### src/hdl/rv32i_types.sv
/* ISA-level types shared by the fetch-side blocks.
   Only the 32-bit word is defined here; no compressed encodings. */
`default_nettype none

package rv32i_types;

    localparam int xlen = 32;

    typedef logic [xlen-1:0] rv32i_word;  // pc, target

endpackage : rv32i_types

`default_nettype wire

### src/hdl/btb_pkg.sv
/* BTB geometry and payload structs. Two ways of 8 sets, one word per entry.
   Pc bits 1:0 are ignored, so compressed-instruction targets are not supported. */
`default_nettype none

package btb_pkg;

    import rv32i_types::*;

    localparam int s_offset = 2;                      // ignored low pc bits
    localparam int s_index  = 3;
    localparam int num_sets = 2**s_index;
    localparam int s_tag    = 32 - s_index - s_offset;

    typedef logic [s_index-1:0] btb_index_t;
    typedef logic [s_tag-1:0]   btb_tag_t;

    typedef struct packed {
        logic      valid;
        btb_tag_t  tag;
        rv32i_word target;
    } btb_entry_t;

    typedef struct packed {
        logic      en;      // one-cycle update strobe
        rv32i_word pc;
        rv32i_word target;
    } btb_update_t;

    typedef struct packed {
        logic      hit;     // level, valid the cycle after lookup
        rv32i_word target;
    } btb_result_t;

    typedef struct packed {
        logic      hit;
        rv32i_word target;
        logic      match;   // update pc already held here
    } btb_way_status_t;

endpackage : btb_pkg

`default_nettype wire

### src/hdl/btb_array.sv
/* Per-set storage, cleared on reset. rdata is registered on rd; wcur shows windex
   combinationally. A read and a write to the same set in one cycle read the old entry. */
`timescale 1ns/1ps
`default_nettype none

module btb_array #(
    parameter type entry_t = logic
)
(
    input  logic                clk,
    input  logic                reset,
    input  logic                rd,
    input  btb_pkg::btb_index_t rindex,
    input  logic                we,
    input  btb_pkg::btb_index_t windex,
    input  entry_t              wdata,
    output entry_t              rdata,
    output entry_t              wcur
);

    import btb_pkg::*;

    entry_t mem [num_sets];

    always_ff @(posedge clk)
    begin
        if (reset)
        begin
            for (int i = 0; i < num_sets; i++)
            begin
                mem[i] <= '0;
            end
            rdata <= '0;
        end
        else
        begin
            if (rd)
            begin
                rdata <= mem[rindex];  // old contents on same-cycle write
            end
            if (we)
            begin
                mem[windex] <= wdata;
            end
        end
    end

    assign wcur = mem[windex];  // used for update match and victim choice

endmodule : btb_array

`default_nettype wire

### src/hdl/btb_datapath.sv
/* Two-way BTB top. Lookup result is valid the cycle after the strobe;
   an update is visible to lookups from the next cycle on. No stalls. */
`timescale 1ns/1ps
`default_nettype none

module btb_datapath
(
    input  logic                   clk,
    input  logic                   reset,
    input  logic                   lookup,
    input  rv32i_types::rv32i_word lookup_pc,
    input  btb_pkg::btb_update_t   update,
    output btb_pkg::btb_result_t   result
);

    import btb_pkg::*;

    btb_way_status_t status0;
    btb_way_status_t status1;
    logic            we0;
    logic            we1;

    btb_way way0 (
        .clk       (clk),
        .reset     (reset),
        .lookup    (lookup),
        .lookup_pc (lookup_pc),
        .update    (update),
        .we        (we0),
        .status    (status0)
    );

    btb_way way1 (
        .clk       (clk),
        .reset     (reset),
        .lookup    (lookup),
        .lookup_pc (lookup_pc),
        .update    (update),
        .we        (we1),
        .status    (status1)
    );

    btb_select select (
        .clk       (clk),
        .reset     (reset),
        .lookup    (lookup),
        .lookup_pc (lookup_pc),
        .update    (update),
        .status0   (status0),
        .status1   (status1),
        .we0       (we0),
        .we1       (we1),
        .result    (result)
    );

endmodule : btb_datapath

`default_nettype wire

### src/hdl/btb_select.sv
/* Way combine, victim choice and one-bit LRU per set (bit names the victim way).
   The LRU has one write port: an update to any set takes it over a lookup-hit touch. */
`timescale 1ns/1ps
`default_nettype none

module btb_select
(
    input  logic                     clk,
    input  logic                     reset,
    input  logic                     lookup,
    input  rv32i_types::rv32i_word   lookup_pc,
    input  btb_pkg::btb_update_t     update,
    input  btb_pkg::btb_way_status_t status0,
    input  btb_pkg::btb_way_status_t status1,
    output logic                     we0,
    output logic                     we1,
    output btb_pkg::btb_result_t     result
);

    import btb_pkg::*;

    btb_index_t lookup_index_q;
    btb_index_t update_index;
    btb_index_t lru_index;
    logic       lru_cur;
    logic       lru_we;
    logic       lru_wdata;

    assign update_index = update.pc[s_offset +: s_index];

    always_ff @(posedge clk)
    begin
        if (lookup)
            lookup_index_q <= lookup_pc[s_offset +: s_index];
    end

    // hit ways never overlap since no pc is held twice
    assign result.hit    = status0.hit || status1.hit;
    assign result.target = status0.hit ? status0.target : status1.target;

    // matching way first, else the LRU victim
    always_comb
    begin
        we0 = 1'b0;
        we1 = 1'b0;
        if (update.en)
        begin
            if (status0.match)
                we0 = 1'b1;
            else if (status1.match)
                we1 = 1'b1;
            else if (!lru_cur)
                we0 = 1'b1;
            else
                we1 = 1'b1;
        end
    end

    // update wins the port, else touch the hit set
    assign lru_index = update.en ? update_index : lookup_index_q;
    assign lru_we    = update.en || result.hit;
    assign lru_wdata = update.en ? we0 : status0.hit;  // point at the other way

    btb_array #(.entry_t(logic)) lru_array (
        .clk    (clk),
        .reset  (reset),
        .rd     (1'b0),            // only the write-side view is needed
        .rindex (lookup_index_q),
        .we     (lru_we),
        .windex (lru_index),
        .wdata  (lru_wdata),
        .rdata  (),
        .wcur   (lru_cur)
    );

endmodule : btb_select

`default_nettype wire

### src/hdl/btb_way.sv
/* One BTB way: entry array plus tag compares for lookup and update.
   status.hit is only asserted in the cycle right after a lookup strobe. */
`timescale 1ns/1ps
`default_nettype none

module btb_way
(
    input  logic                     clk,
    input  logic                     reset,
    input  logic                     lookup,
    input  rv32i_types::rv32i_word   lookup_pc,
    input  btb_pkg::btb_update_t     update,
    input  logic                     we,
    output btb_pkg::btb_way_status_t status
);

    import btb_pkg::*;

    btb_index_t lookup_index;
    btb_index_t update_index;
    btb_tag_t   lookup_tag;
    btb_tag_t   lookup_tag_q;
    btb_tag_t   update_tag;
    logic       lookup_q;
    btb_entry_t wdata;
    btb_entry_t rdata;
    btb_entry_t wcur;

    assign lookup_index = lookup_pc[s_offset +: s_index];
    assign lookup_tag   = lookup_pc[s_offset + s_index +: s_tag];
    assign update_index = update.pc[s_offset +: s_index];
    assign update_tag   = update.pc[s_offset + s_index +: s_tag];

    assign wdata = '{valid: 1'b1, tag: update_tag, target: update.target};

    always_ff @(posedge clk)
    begin
        if (reset)
            lookup_q <= 1'b0;
        else
            lookup_q <= lookup;
    end

    always_ff @(posedge clk)
    begin
        if (lookup)
            lookup_tag_q <= lookup_tag;  // lines up with registered read
    end

    btb_array #(.entry_t(btb_entry_t)) entries (
        .clk    (clk),
        .reset  (reset),
        .rd     (lookup),
        .rindex (lookup_index),
        .we     (we),
        .windex (update_index),
        .wdata  (wdata),
        .rdata  (rdata),
        .wcur   (wcur)
    );

    assign status.hit    = lookup_q && rdata.valid && (rdata.tag == lookup_tag_q);
    assign status.target = rdata.target;
    assign status.match  = update.en && wcur.valid && (wcur.tag == update_tag);

endmodule : btb_way

`default_nettype wire

### config.mk
export PLATFORM = sky130hd
export DESIGN_NAME = btb_datapath
export DESIGN_NICKNAME = d
export VERILOG_FILES = /design/src/hdl/rv32i_types.sv /design/src/hdl/btb_pkg.sv /design/src/hdl/btb_array.sv /design/src/hdl/btb_datapath.sv /design/src/hdl/btb_select.sv /design/src/hdl/btb_way.sv
export SDC_FILE = /design/constraint.sdc
export NUM_CORES = 2
export LEC_CHECK = 0
export BUFFER_PORTS_ARGS = -buffer_cell sky130_fd_sc_hd__buf_2
export CORE_MARGIN = 5
export CORE_UTILIZATION = 53
export CTS_CLUSTER_DIAMETER = 40
export CTS_CLUSTER_SIZE = 40
export DETAILED_ROUTE_END_ITERATION = 16
export GPL_ROUTABILITY_DRIVEN = 0
export PLACE_DENSITY = 0.72
export SKIP_CTS_REPAIR_TIMING = 1
export SYNTH_ARGS = -nofsm -noshare
export SYNTH_HDL_FRONTEND = slang
export SYNTH_SLANG_ARGS = --single-unit
### constraint.sdc
create_clock -name clk -period 4.76 [get_ports clk]
set_clock_uncertainty 0.2 [all_clocks]
set_input_delay 0.714 -clock clk [delete_from_list [all_inputs] [get_ports clk]]
set_output_delay 0.714 -clock clk [all_outputs]
set_load 0.01 [all_outputs]
==> out/metrics.csv <==
metric,value,unit
final_cell_mix,"982 x edfxtp_1, 947 x and2_1, 302 x mux4_2, 216 x mux2i_1, 154 x clkbuf_16",
multiInputGateArea,19900,um2
drcViolationCount,0,
fin_crit,4560,ps
synth-main-ff-cell,edfxtp_1,
floorplan.rows,116,
grt_pass1_wl,224000,um
cts_tree,built,
dp_slack,-23.7,ps
drt_iter0_markers,4048,
synth_nets,3764,
gr-usage-all-layers,28.5,%
syn_inst,3664,
core_area,100000,um2
dr.pass1.iters,9,
synth_top_area_share,55.1,%
tns,0,ps
via_per_inst,6.30,
io_buffer_count,128,
cts_max_level,4,
ys_top_cells_by_area,"edfxtp_1 55%, mux4_2 13%, and2_1 11%",
reg2reg_setup_slack,910,ps
drv_cap,0,
final_common_cell,edfxtp_1,
die_area,107000,um2
critPathBufInv,2,
fmax,220,MHz
intPower,19.1,mW
cts_sinks,1119,
power.switching,6.26,mW
fp.dieH,328,um
die-width,328,um
critPathMaxStageDelay,450,ps
required,3850,ps
final_hold_viol_count,0,
end_kind,primary output,
drive_above_1_share,24.9,%
crit_path_cell_trace,xor2_1 > nor4_1 > nand4_1 > or3_1 > nor4_2 > buf_12 > mux2_2 > buf_2,
comb_power_share,9.0,%
wl_per_cell,29.4,um
antenna_found_initial,28,
postRouteAntennaNets,0,
startpoint,way0.lookup_tag_q[12],
whs_endpoint,way1.lookup_q,
grt_pass1_vias,33200,
switching_share,24.7,%
fin_cells,5250,
power_leakage,23.6,nW
area_delta_synth_final,17.2,%
ys_seq_area_share,60.3,%
ys_types,58,
critPathKind,flip-flop to primary output,
period_share,95.7,%
rsz0062_at_grt,no,
synth_area,53500,um2
crit_fanout,33,
p_seq_share,44.8,%
clock_latency,760,ps
avgSynthCellArea,14.6,um2
synth-edff-count,982,
clk_pin_slew,50,ps
cts_buffer_depth,3,
hold_class,input pin to flip-flop,
vias,33100,
io_pins,133,
reg2reg_to,way0.entries.mem[5][2],
hold_ws,219,ps
layout_setup_ws,205,ps
regArea,32200,um2
powerDensity,405,nW/um2
cpMaxStageDelayCell,mux2_2,
overflow,0,
worstMarginPinSlew,1190,ps
slew_viol_final,0,
post-dp-hpwl,94300,um
async_flop_share,0,%
initial_core_util,53.4,%
r2r_start,way0.entries.mem[6][50],
r2r_cells,11,
yosysWarnings,0,
numCtsBuffers,151,
outcome,"finished, final reports clean",
final_util,62.6,%
final_net_count,3917,
slew_headroom,20.4,%
root_buffer,clkbuf_16,
yosysTopAreaCell,edfxtp_1,
wirelength,154000,um
setup_viol,0,
ir_drop,377,uV
grt_max_degree,116,
hold_path_depth,2,
yosys_register_bits,1119,
min_from,reset,
cp_top_family,simple AND/OR/NAND/NOR gates,
numPlacedInstances,4935,
arrival,3640,ps
fillCellCount,7179,
startpoint_type,flip-flop,
clock_power_share,46.2,%
-- synth_stat cells (7+ instances only) --
master / number
edfxtp_1: 982
and2_1: 947
mux4_2: 302
mux2i_1: 216
clkbuf_1: 167
nor2_1: 146
dfxtp_1: 137
a211oi_1: 125
clkbuf_2: 81
buf_1: 56
mux2_2: 47
xnor2_1: 47
xor2_1: 44
buf_2: 41
nand2_1: 40
nor4_1: 29
or2_2: 20
a22oi_1: 19
o21ai_0: 18
o22ai_1: 18
and3_1: 17
a21o_1: 16
nand4_1: 14
nor3_1: 14
a21oi_1: 12
nor2b_1: 11
a221oi_1: 9
a22o_1: 9
nand3b_1: 8
inv_1: 7
-- through the flow --
stage	total power, mW	instance area, um2
4_1_cts	25.4	62400
3_3_place_gp	13.7	57100
2_1_floorplan	12.8	53500
3_5_place_dp	13.8	57100
6_report	25.4	62700
5_1_grt	26.1	62700
-- per-layer routing --
layer  vias up  part of all wire (%)  global-route usage, %
met3       379                   9.1                   5.21
met1     16800                    39                   39.0
met5         -                 0.018                      0
li1      14000                     -                      -
met2      1850                    48                   46.2
met4         4                   3.9                   10.7
-- registers in the layout (all words and copies together), names as in the netlist --
| signal | count |
|---|---|
| way0.lookup_tag_q | 27 |
| select.lookup_index_q | 3 |
| way1.entries.mem | 480 |
| way0.entries.rdata | 60 |
| way1.entries.rdata | 60 |
| select.lru_array.mem | 8 |
| way0.entries.mem | 480 |
| way1.lookup_q | 1 |
-- cell families after synthesis --
kind of cell	synth area share (%)
compound gates	3.56
xor+xnor	1.49
buf+inv	2.90
flops	60.3
mux	17.8
simple gates	14.0
-- worst max path at each step --
stage | end | slack, ps | cells after the start
6_report | result[30] | 200 | 8
5_1_grt | result[31] | 140 | 8
4_1_cts | result[7] | 220 | 8
3_5_place_dp | way0.entries.mem[5][38] | -20 | 13
3_3_place_gp | way1.entries.mem[2][25] | 50 | 13
2_1_floorplan | way0.entries.mem[4][0] | 150 | 12
-- cell type report --
class,count,share of cell area (%)
inverters,9,0.0539
well taps,1298,2.59
repair buffers,353,5.67
diodes,6,0.0240
clock buffers,170,6.32
flip-flops and latches,1119,51.4
multi-input cells,2183,31.8
clock inverters,112,2.16
-- power by group through the flow --
stage	sequential [mW]	clock [mW]	combinational, mW
final	11.3	11.7	2.29
after global routing	11.4	12.3	2.40
after CTS	11.3	11.8	2.25
after detailed placement	11.5	0	2.24
after global placement	11.5	0	2.22
after floorplan	11.5	0	1.35
No activity file was read; power rests on OpenSTA's default activity.
